--- src/hdl/mvp_cfg_pkg.sv ---
/*
 * mvp configuration package
 * legal limits of the job registers, region size multipliers,
 * and the error and status words reported to the host
 */
package mvp_cfg_pkg;

    // limits of the five job registers
    localparam int LEVEL_MAX     = 12;
    localparam int COL_SIZE_MAX  = 16384;
    localparam int MIN_MAT_ELEMS = 8192;
    localparam int SPLIT_MAX     = 4;
    localparam int INDEX_BITS    = 13;
    localparam int MAT_LEN_BITS  = 15;

    // region size per unit of mat_len and of split
    localparam logic [31:0] MAT_BYTES_PER_LEN   = 32'h0001_8000;
    localparam logic [31:0] VEC_BYTES_PER_SPLIT = 32'h0003_0000;

    // one flag per rule, level in bit 0
    typedef struct packed {
        logic mat_len;
        logic index;
        logic split;
        logic col_size;
        logic level;
    } cfg_err_t;

    // host status word, done in bit 0 and errors at 12:8
    typedef struct packed {
        logic [18:0] rsvd_hi;
        cfg_err_t    err;
        logic [6:0]  rsvd_lo;
        logic        done;
    } mvp_status_t;

endpackage

--- src/hdl/mvp_axi_pkg.sv ---
/*
 * mvp read bus package
 * address and byte count widths, burst geometry and request FIFO sizing
 */
package mvp_axi_pkg;

    localparam int AXI_ADDR_W = 64;
    localparam int XFER_W     = 32;

    // 16 beats of 16 bytes per burst
    localparam int BURST_BEATS = 16;
    localparam int BURST_BYTES = 256;

    // FIFO entries, also the credits held by the generator at reset
    localparam int REQ_FIFO_DEPTH = 8;
    localparam int FIFO_PTR_W     = $clog2(REQ_FIFO_DEPTH);
    localparam int FIFO_CNT_W     = $clog2(REQ_FIFO_DEPTH + 1);

    typedef logic [AXI_ADDR_W-1:0] axi_addr_t;

    // a full 32-bit matrix plus vector region, counted in bursts
    typedef logic [XFER_W-7:0] burst_cnt_t;

endpackage

--- src/hdl/mvp_req_if.sv ---
/*
 * burst request link
 * valid/addr/last forward, one credit pulse back per entry consumed
 */
`timescale 1ns/1ps

interface mvp_req_if import mvp_axi_pkg::*; ();

    logic      valid;
    axi_addr_t addr;
    // final burst of the job
    logic      last;
    logic      credit;

    // generator side, may only send while holding a credit
    modport producer (output valid, output addr, output last, input credit);

    // FIFO write side
    modport buffer_in (input valid, input addr, input last, output credit);

    // FIFO head view
    modport buffer_out (output valid, output addr, output last, input credit);

    // issuer side, credit is the pop
    modport consumer (input valid, input addr, input last, output credit);

endinterface

--- src/hdl/mvp_cfg_check.sv ---
/*
 * job configuration check
 * finds the start edge, registers the five rule errors and
 * issues the job strobe when the job may run
 */
`timescale 1ns/1ps

module mvp_cfg_check import mvp_cfg_pkg::*; (
    input  logic        clk,
    input  logic        rst_n,
    input  logic        i_ap_start,
    input  logic [31:0] i_command,
    input  logic [31:0] i_level,
    input  logic [31:0] i_col_size,
    input  logic [31:0] i_split,
    input  logic [31:0] i_index,
    input  logic [31:0] i_mat_len,
    output logic        o_job_start,
    output cfg_err_t    o_cfg_err
);

    logic        start_d;
    logic        start_pulse;
    logic        pulse_d;
    logic        run_cmd_d;
    logic [15:0] row_size;
    logic [31:0] mat_elems;
    logic [31:0] len_prod;
    logic [31:0] split_prod;
    cfg_err_t    err_next;

    assign start_pulse = i_ap_start & ~start_d;

    // row size is 2^level
    assign row_size   = 16'(1) << i_level[3:0];
    assign mat_elems  = row_size * i_col_size[14:0];
    assign len_prod   = i_mat_len[MAT_LEN_BITS-1:0] * i_index[INDEX_BITS-1:0];
    assign split_prod = i_split[2:0] * row_size;

    ////////////////////////////////////////////////////////////////////
    // rules
    ////////////////////////////////////////////////////////////////////
    assign err_next.level    = (i_level == '0) | (i_level > LEVEL_MAX);
    assign err_next.col_size = (i_col_size == '0) | (i_col_size > COL_SIZE_MAX) |
                               (mat_elems < MIN_MAT_ELEMS);
    assign err_next.split    = (i_split == '0) | (i_split > SPLIT_MAX);
    // one-hot, nothing above the index field
    assign err_next.index    = (i_index[31:INDEX_BITS] != '0) |
                               ($countones(i_index[INDEX_BITS-1:0]) != 1);
    assign err_next.mat_len  = (i_mat_len[31:MAT_LEN_BITS] != '0) |
                               (len_prod != split_prod);

    always_ff @(posedge clk or negedge rst_n) begin
        if (!rst_n) begin
            start_d   <= 1'b0;
            pulse_d   <= 1'b0;
            run_cmd_d <= 1'b0;
            o_cfg_err <= '0;
        end else begin
            start_d <= i_ap_start;
            pulse_d <= start_pulse;
            if (start_pulse) begin
                run_cmd_d <= i_command[0];
                // rules only apply to a run command
                o_cfg_err <= i_command[0] ? err_next : '0;
            end
        end
    end

    // accepted unless a run command failed a rule
    assign o_job_start = pulse_d & (~run_cmd_d | (o_cfg_err == '0));

endmodule

--- src/hdl/mvp_burst_gen.sv ---
/*
 * job state and burst request generator
 * keeps idle, done and the busy cycle count, sizes the two regions
 * and sends one request per burst while credits remain
 */
`timescale 1ns/1ps

module mvp_burst_gen import mvp_cfg_pkg::*, mvp_axi_pkg::*; (
    input  logic        clk,
    input  logic        rst_n,
    input  logic        i_job_start,
    input  cfg_err_t    i_cfg_err,
    input  logic [31:0] i_mat_len,
    input  logic [31:0] i_split,
    input  axi_addr_t   i_mat_ptr,
    input  axi_addr_t   i_vec_ptr,
    input  logic        i_all_returned,
    output mvp_status_t o_status,
    output logic        o_ap_idle,
    output logic [31:0] o_cycle_cnt,
    mvp_req_if.producer req
);

    logic [XFER_W-1:0]     mat_bytes;
    logic [XFER_W-1:0]     vec_bytes;
    logic [XFER_W-1:0]     mat_rem;
    logic [XFER_W-1:0]     vec_rem;
    logic [XFER_W:0]       left_sum;
    axi_addr_t             mat_addr;
    axi_addr_t             vec_addr;
    logic [FIFO_CNT_W-1:0] credits;
    logic                  done_r;
    logic                  in_mat;

    assign mat_bytes = i_mat_len * MAT_BYTES_PER_LEN;
    assign vec_bytes = i_split * VEC_BYTES_PER_SPLIT;

    ////////////////////////////////////////////////////////////////////
    // host handshake
    ////////////////////////////////////////////////////////////////////
    always_ff @(posedge clk or negedge rst_n) begin
        if (!rst_n) begin
            o_ap_idle   <= 1'b1;
            done_r      <= 1'b0;
            o_cycle_cnt <= '0;
        end else begin
            if (!o_ap_idle)
                o_cycle_cnt <= o_cycle_cnt + 1'b1;
            if (i_job_start) begin
                o_ap_idle <= 1'b0;
                done_r    <= 1'b0;
            end else if (i_all_returned) begin
                o_ap_idle <= 1'b1;
                done_r    <= 1'b1;
            // rejected job finishes at once
            end else if (i_cfg_err != '0) begin
                done_r <= 1'b1;
            end
        end
    end

    always_comb begin
        o_status      = '0;
        o_status.done = done_r;
        o_status.err  = i_cfg_err;
    end

    ////////////////////////////////////////////////////////////////////
    // region walk, matrix first
    ////////////////////////////////////////////////////////////////////
    assign in_mat    = (mat_rem != '0);
    assign left_sum  = mat_rem + vec_rem;
    assign req.valid = (left_sum != '0) & (credits != '0);
    assign req.addr  = in_mat ? mat_addr : vec_addr;
    assign req.last  = (left_sum == BURST_BYTES);

    always_ff @(posedge clk or negedge rst_n) begin
        if (!rst_n) begin
            mat_rem <= '0;
            vec_rem <= '0;
            credits <= FIFO_CNT_W'(REQ_FIFO_DEPTH);
        end else begin
            // one spent per valid, one back per FIFO pop
            credits <= credits - req.valid + req.credit;
            if (i_job_start) begin
                mat_rem <= mat_bytes;
                vec_rem <= vec_bytes;
            end else if (req.valid && in_mat) begin
                mat_rem <= mat_rem - BURST_BYTES;
            end else if (req.valid) begin
                vec_rem <= vec_rem - BURST_BYTES;
            end
        end
    end

    // burst addresses
    always_ff @(posedge clk) begin
        if (i_job_start) begin
            mat_addr <= i_mat_ptr;
            vec_addr <= i_vec_ptr;
        end else if (req.valid && in_mat) begin
            mat_addr <= mat_addr + BURST_BYTES;
        end else if (req.valid) begin
            vec_addr <= vec_addr + BURST_BYTES;
        end
    end

    // returned credits never outnumber FIFO entries
    a_credit_bound: assert property (@(posedge clk) disable iff (!rst_n)
        credits <= REQ_FIFO_DEPTH);

endmodule

--- src/hdl/mvp_req_fifo.sv ---
/*
 * burst request FIFO
 * circular buffer of address and last tag, each pop returns a credit
 */
`timescale 1ns/1ps

module mvp_req_fifo import mvp_axi_pkg::*; (
    input  logic clk,
    input  logic rst_n,
    mvp_req_if.buffer_in  wr,
    mvp_req_if.buffer_out rd
);

    axi_addr_t             mem_addr [REQ_FIFO_DEPTH];
    logic                  mem_last [REQ_FIFO_DEPTH];
    logic [FIFO_PTR_W-1:0] wr_ptr;
    logic [FIFO_PTR_W-1:0] rd_ptr;
    logic [FIFO_CNT_W-1:0] count;
    logic                  push;
    logic                  pop;
    logic                  credit_r;

    assign push = wr.valid;
    assign pop  = rd.credit & (count != '0);

    // storage
    always_ff @(posedge clk) begin
        if (push) begin
            mem_addr[wr_ptr] <= wr.addr;
            mem_last[wr_ptr] <= wr.last;
        end
    end

    // pointers wrap on their own, depth is a power of two
    always_ff @(posedge clk or negedge rst_n) begin
        if (!rst_n) begin
            wr_ptr   <= '0;
            rd_ptr   <= '0;
            count    <= '0;
            credit_r <= 1'b0;
        end else begin
            credit_r <= pop;
            if (push)
                wr_ptr <= wr_ptr + 1'b1;
            if (pop)
                rd_ptr <= rd_ptr + 1'b1;
            count <= count + push - pop;
        end
    end

    ////////////////////////////////////////////////////////////////////
    // head view and credit return
    ////////////////////////////////////////////////////////////////////
    assign rd.valid  = (count != '0);
    assign rd.addr   = mem_addr[rd_ptr];
    assign rd.last   = mem_last[rd_ptr];
    assign wr.credit = credit_r;

    // generator credits keep the buffer from overflowing
    a_no_overflow: assert property (@(posedge clk) disable iff (!rst_n)
        push |-> (count != FIFO_CNT_W'(REQ_FIFO_DEPTH)));

endmodule

--- src/hdl/mvp_ar_issuer.sv ---
/*
 * AR channel issuer
 * presents FIFO head entries as read bursts and tracks the bursts
 * in flight to find the end of the job
 */
`timescale 1ns/1ps

module mvp_ar_issuer import mvp_axi_pkg::*; (
    input  logic       clk,
    input  logic       rst_n,
    mvp_req_if.consumer req,
    output logic       o_arvalid,
    input  logic       i_arready,
    output axi_addr_t  o_araddr,
    output logic [7:0] o_arlen,
    input  logic       i_rvalid,
    input  logic       i_rlast,
    output logic       o_all_returned
);

    logic       take;
    logic       ar_hs;
    logic       beat_last;
    logic       tag_last;
    logic       last_seen;
    logic       job_end;
    burst_cnt_t outstanding;

    // slot free when empty or handing over this cycle
    assign take        = req.valid & (~o_arvalid | i_arready);
    assign req.credit  = take;
    assign ar_hs       = o_arvalid & i_arready;
    assign beat_last   = i_rvalid & i_rlast;
    assign job_end     = last_seen & (outstanding == '0);
    assign o_arlen     = 8'(BURST_BEATS - 1);

    // request payload
    always_ff @(posedge clk) begin
        if (take) begin
            o_araddr <= req.addr;
            tag_last <= req.last;
        end
    end

    always_ff @(posedge clk or negedge rst_n) begin
        if (!rst_n) begin
            o_arvalid      <= 1'b0;
            outstanding    <= '0;
            last_seen      <= 1'b0;
            o_all_returned <= 1'b0;
        end else begin
            if (take)
                o_arvalid <= 1'b1;
            else if (i_arready)
                o_arvalid <= 1'b0;
            // bursts in flight
            case ({ar_hs, beat_last})
                2'b10:   outstanding <= outstanding + 1'b1;
                2'b01:   outstanding <= outstanding - 1'b1;
                default: outstanding <= outstanding;
            endcase
            // final burst has gone out
            if (ar_hs && tag_last)
                last_seen <= 1'b1;
            else if (job_end)
                last_seen <= 1'b0;
            o_all_returned <= job_end;
        end
    end

    // AR request held until accepted
    a_ar_stable: assert property (@(posedge clk) disable iff (!rst_n)
        (o_arvalid && !i_arready) |=> (o_arvalid && $stable(o_araddr)));

endmodule

--- src/hdl/mvp_front_top.sv ---
/*
 * mvp job front end
 * config check, burst generator, request FIFO and AR issuer
 */
`timescale 1ns/1ps

module mvp_front_top import mvp_cfg_pkg::*, mvp_axi_pkg::*; (
    input  logic        clk,
    input  logic        rst_n,
    input  logic        i_ap_start,
    input  logic [31:0] i_command,
    input  logic [31:0] i_level,
    input  logic [31:0] i_col_size,
    input  logic [31:0] i_split,
    input  logic [31:0] i_index,
    input  logic [31:0] i_mat_len,
    input  axi_addr_t   i_mat_ptr,
    input  axi_addr_t   i_vec_ptr,
    output logic [31:0] o_ap_done,
    output logic        o_ap_idle,
    output logic        o_ap_ready,
    output logic [31:0] o_cycle_cnt,
    output logic        o_arvalid,
    input  logic        i_arready,
    output axi_addr_t   o_araddr,
    output logic [7:0]  o_arlen,
    input  logic        i_rvalid,
    input  logic        i_rlast
);

    logic        job_start;
    logic        all_returned;
    cfg_err_t    cfg_err;
    mvp_status_t status;

    mvp_req_if gen_to_fifo ();
    mvp_req_if fifo_to_iss ();

    assign o_ap_done  = status;
    assign o_ap_ready = status.done;

    mvp_cfg_check u_cfg_check (
        .clk         (clk),
        .rst_n       (rst_n),
        .i_ap_start  (i_ap_start),
        .i_command   (i_command),
        .i_level     (i_level),
        .i_col_size  (i_col_size),
        .i_split     (i_split),
        .i_index     (i_index),
        .i_mat_len   (i_mat_len),
        .o_job_start (job_start),
        .o_cfg_err   (cfg_err)
    );

    mvp_burst_gen u_burst_gen (
        .clk            (clk),
        .rst_n          (rst_n),
        .i_job_start    (job_start),
        .i_cfg_err      (cfg_err),
        .i_mat_len      (i_mat_len),
        .i_split        (i_split),
        .i_mat_ptr      (i_mat_ptr),
        .i_vec_ptr      (i_vec_ptr),
        .i_all_returned (all_returned),
        .o_status       (status),
        .o_ap_idle      (o_ap_idle),
        .o_cycle_cnt    (o_cycle_cnt),
        .req            (gen_to_fifo.producer)
    );

    mvp_req_fifo u_req_fifo (
        .clk   (clk),
        .rst_n (rst_n),
        .wr    (gen_to_fifo.buffer_in),
        .rd    (fifo_to_iss.buffer_out)
    );

    mvp_ar_issuer u_ar_issuer (
        .clk            (clk),
        .rst_n          (rst_n),
        .req            (fifo_to_iss.consumer),
        .o_arvalid      (o_arvalid),
        .i_arready      (i_arready),
        .o_araddr       (o_araddr),
        .o_arlen        (o_arlen),
        .i_rvalid       (i_rvalid),
        .i_rlast        (i_rlast),
        .o_all_returned (all_returned)
    );

endmodule

--- config.mk ---
export PLATFORM = sky130hd
export DESIGN_NAME = mvp_front_top
export DESIGN_NICKNAME = d
export VERILOG_FILES = /design/src/hdl/mvp_cfg_pkg.sv /design/src/hdl/mvp_axi_pkg.sv /design/src/hdl/mvp_req_if.sv /design/src/hdl/mvp_cfg_check.sv /design/src/hdl/mvp_burst_gen.sv /design/src/hdl/mvp_req_fifo.sv /design/src/hdl/mvp_ar_issuer.sv /design/src/hdl/mvp_front_top.sv
export SDC_FILE = /design/constraint.sdc
export NUM_CORES = 2
export LEC_CHECK = 0
export BUFFER_PORTS_ARGS = -buffer_cell sky130_fd_sc_hd__buf_4
export CAP_MARGIN = 10
export CORE_MARGIN = 10
export CORE_UTILIZATION = 56
export CTS_CLUSTER_DIAMETER = 60
export CTS_CLUSTER_SIZE = 12
export DETAILED_ROUTE_END_ITERATION = 8
export PLACE_DENSITY = 0.88
export RECOVER_POWER = 50
export SLEW_MARGIN = 20
export SYNTH_ARGS = -nofsm -noshare
export SYNTH_HDL_FRONTEND = slang
export SYNTH_SLANG_ARGS = --single-unit
export TNS_END_PERCENT = 30
--- constraint.sdc ---
create_clock -name clk -period 10.4 [get_ports clk]
set_input_delay 1.04 -clock clk [delete_from_list [all_inputs] [get_ports clk]]
set_output_delay 1.04 -clock clk [all_outputs]
set_load 0.1 [all_outputs]
==> Flow_metrics.wiki <==
{| class="wikitable"
! Metric !! Value
|-
| Result of the run || finished with violations
|-
| Violations in the final reports || max-capacitance violations, max-slew violations
|-
| Worst path cell trace || or4_1, nor2_1, o21ai_4, clkbuf_1, clkinvlp_2, clkbuf_1, o21ai_0
|-
| Class of the most critical setup path || flip-flop to flip-flop
|-
| Worst-margin pin slew || 4.27 ns
|-
| Cell internal pwr || 9.72 mW
|-
| Clock tree from TritonCTS || yes
|-
| Post-CTS Setup Repair Bufs || 0
|-
| Count of hold buffers inserted by post-cts repair || 0
|-
| Area grow syn2layout || 11.3%
|-
| Sw Ratio || 0.414
|-
| Final cycle utilization of the critical path || 0.826
|-
| Number of pins with negative max-slew slack in the final report || 826
|-
| Filler cells || 7345
|-
| Power density cells || 266 nW/µm²
|-
| Total global routing track utilization || 0.252
|-
| Setup violation total in the final timing report || 0
|-
| Count of standard-cell rows || 115
|-
| Initial DRC Count || 3745
|-
| NumNets Final || 6149
|-
| Post-route minimum period || 8.59 ns
|-
| Count of antenna-violating nets left after detailed routing || 0
|-
| Maxcap violations || 16
|-
| Total clock buffers created by CTS || 88
|-
| Via Count || 39000
|-
| Post-synthesis async set-or-reset flop share || 0.158
|-
| Cells after Synth || 4831
|-
| Reported net switching power || 6.87 mW
|-
| Most frequent standard cell in the layout excluding fill and tap cells || sky130_fd_sc_hd__edfxtp_1
|-
| FF+latch area || 24800 µm²
|-
| First-pass GRT wire length || 226 mm
|-
| Max FO, Critical Path || 111
|-
| Flip-flop cell with the highest count after synthesis || sky130_fd_sc_hd__edfxtp_1
|-
| Maximum clock rate || 116 MHz
|-
| Hpwl dp || 99.6 mm
|-
| Worst min path class || flip-flop to flip-flop
|-
| Flop pwr share || 0.358
|-
| Clock tree root driver cell || sky130_fd_sc_hd__clkbuf_16
|-
| Clk sinks || 847
|-
| Antenna violations before repair || 0
|-
| Flip-flop and latch count after synthesis || 847
|-
| Number of DRC violations after detailed routing || 0
|-
| Routed len/inst || 22.0 µm
|-
| Clock Skew || 0.0494 ns
|-
| Post-synthesis cell type count || 78
|-
| Fraction of layout cells with a size suffix above 1 || 0.127
|-
| Largest buffer count on any clock path || 3
|-
| Commonest non-fill, non-tap cells in the layout || sky130_fd_sc_hd__edfxtp_1, sky130_fd_sc_hd__nand2_1, sky130_fd_sc_hd__inv_1
|-
| CP peak stage delay || 3.03 ns
|-
| Area of the core || 98900 µm²
|-
| Max_slew headroom || -1.85
|-
| Most frequent CP cell || sky130_fd_sc_hd__clkbuf_1
|-
| Fin Setup TNS || 0 ns
|-
| Combined area of the multi-input logic cells || 28500 µm²
|-
| Number of enable-type register cells in the synthesized netlist || 713
|-
| Hold Violations, Final || 0
|-
| Number of H-tree levels || 3
|-
| Die area || 113000 µm²
|-
| Leakage dissipation || 25.6 nW
|-
| Seq/Total Area, Yosys || 0.442
|-
| WL final || 143 mm
|-
| Setup repair after global routing missed its margin || false
|-
| Clock latency reported for the late side of the worst-skew pair || 0.69 ns
|-
| Average via count per standard cell || 6.00
|-
| Cell area after layout || 62300 µm²
|-
| Weighted congestion at the end of routability-driven global placement || 0.930
|-
| Comb power frac || 0.466
|-
| # port buffers || 399
|-
| Total grt overflow || 0
|-
| Largest net degree at the start of global routing || 112
|-
| Number of global-route vias before repair || 41400
|-
| Data arrival time of the worst path || 8.79 ns
|-
| Worst supply voltage drop on vdd || 0.255 mV
|-
| Post-place instance area || 60200 µm²
|-
| Critical-path top delay cell || sky130_fd_sc_hd__clkbuf_1
|-
| Die width || 336 µm
|-
| Post-CTS sizing || 0
|-
| Post-synthesis instance area || 56000 µm²
|-
| Clock slew at reported path FFs || 0.06 ns
|-
| Yosys warning count || 0
|-
| Fraction of power consumed by the clock network || 0.177
|-
| Mapped Avg Cell Area || 11.6 µm²
|-
| Count of inserted antenna diode cells || 0
|-
| Ports placed on the boundary || 465
|-
| Die height || 336 µm
|-
| First-pass detailed-route iteration total || 8
|-
| Effective utilization at floorplan || 0.566
|-
| Sort of element at the end of the critical path || flip-flop
|-
| Critical Path RT || 10.60 ns
|-
| Startpoint class of the critical path || flip-flop
|}
cell type report:
cell class | instances | share of cell area
clock buffers | 98 | 0.0361
clock inverters | 26 | 0.00502
inverters | 487 | 0.0294
multi-input cells | 3298 | 0.458
flip-flops and latches | 847 | 0.398
well taps | 1287 | 0.0258
repair buffers | 452 | 0.0478
stage by stage:
| step | std cells | power [mW] | utilization | setup slack, ns | hold WS (ns) |
|---|---|---|---|---|---|
| floorplan | 4863 | 11.7 | - | 0.0386 | 0.446 |
| global placement | 6369 | 13.4 | 0.609 | 1.96 | 0.465 |
| detailed placement | 6369 | 13.7 | 0.609 | 1.84 | 0.465 |
| CTS | 6493 | 16.7 | 0.635 | 2.55 | 0.365 |
| global route | 6495 | 17.6 | 0.630 | 1.25 | 0.510 |
| finish | 6495 | 16.6 | 0.630 | 1.81 | 0.480 |
Yosys cell counts, drive strengths merged, types with 60 or more instances:
library cell  count  area (µm²)
nor4             69         432
buf              65         380
ha              299        3740
xnor2           117        1020
mux4            130        2930
clkbuf          166         623
nand2           593        2230
mux2             74         833
dfrtp           132        3300
nand3            89         450
and2            356        2230
a21oi           104         521
nor3             84         432
edfxtp          713       21400
nor2            144         541
xor2            151        1320
o21ai           223        1120
nand4            60         375
fa              350        7010
inv             487        1830
registers in the layout, summed over array words and instances (netlist names), 3 cells and up:
register and cells:
u_req_fifo.mem_last 8, u_burst_gen.mat_addr 64, u_burst_gen.mat_rem 24, u_cfg_check.o_cfg_err 5
u_burst_gen.o_cycle_cnt 32, u_burst_gen.vec_rem 24, u_req_fifo.mem_addr 512, u_ar_issuer.o_araddr 64
u_burst_gen.vec_addr 64, u_ar_issuer.outstanding 26, u_req_fifo.wr_ptr 3, u_req_fifo.count 4
u_burst_gen.credits 4, u_req_fifo.rd_ptr 3
routing by layer:
layer	up-vias	GRT usage	routed length (µm)
met1	19300	0.308	53200
met4	0	0.0816	4370
met2	1934	0.447	73300
met3	324	0.0445	12100
met5	-	0	0
li1	17400	-	-
final timing paths:
check                      slack (ns)                                      end  depth (start not counted)                                    start
max in group asynchronous        3.36         u_req_fifo.rd_ptr[2]$_DFFE_PN0P_                          2                                    rst_n
min in group asynchronous        1.58   u_burst_gen.o_cycle_cnt[3]$_DFFE_PN0N_                          1                                    rst_n
hold reg to reg                  0.48  u_burst_gen.o_cycle_cnt[31]$_DFFE_PN0N_                          1  u_burst_gen.o_cycle_cnt[31]$_DFFE_PN0N_
hold / removal                   0.48  u_burst_gen.o_cycle_cnt[31]$_DFFE_PN0N_                          1  u_burst_gen.o_cycle_cnt[31]$_DFFE_PN0N_
setup / recovery                 1.81       u_burst_gen.vec_addr[19]$_DFFE_PP_                          7     u_cfg_check.o_cfg_err[0]$_DFFE_PN0P_
setup reg to reg                 1.81       u_burst_gen.vec_addr[19]$_DFFE_PP_                          7     u_cfg_check.o_cfg_err[0]$_DFFE_PN0P_
power by group through the flow:
| stage | clock network [mW] | logic [mW] | registers, mW |
|---|---|---|---|
| after floorplan | 0 | 4.83 | 6.85 |
| after global placement | 0 | 7.52 | 5.90 |
| after detailed placement | 0 | 7.74 | 6.00 |
| after CTS | 2.98 | 7.81 | 5.96 |
| after global routing | 3.10 | 8.43 | 6.02 |
| final | 2.93 | 7.73 | 5.93 |
cells by family (layout without fill, tap and decap cells):
family                     count (synthesis)  count (layout)  share of synthesized area
muxes                                    220             220                     0.0701
DFF                                      847             847                      0.442
xor gates and xnor gates                 271             271                     0.0432
other                                      2              34                   0.000134
AOI/OAI and AO/OA                        542             542                     0.0593
and+or+nand+nor                         1582            1582                      0.142
buffers and inverters                    718            1063                     0.0506
adders and majority gates                649             649                      0.192
worst max-delay path, delay by kind of cell, from the launching register on:
kind / cells / cell delay, ns
compound gates: 2 / 0.77
buf+inv: 3 / 5.63
simple gates: 2 / 1.11
flops: 1 / 0.38
Note: power is estimated with default switching activity, not from simulation.
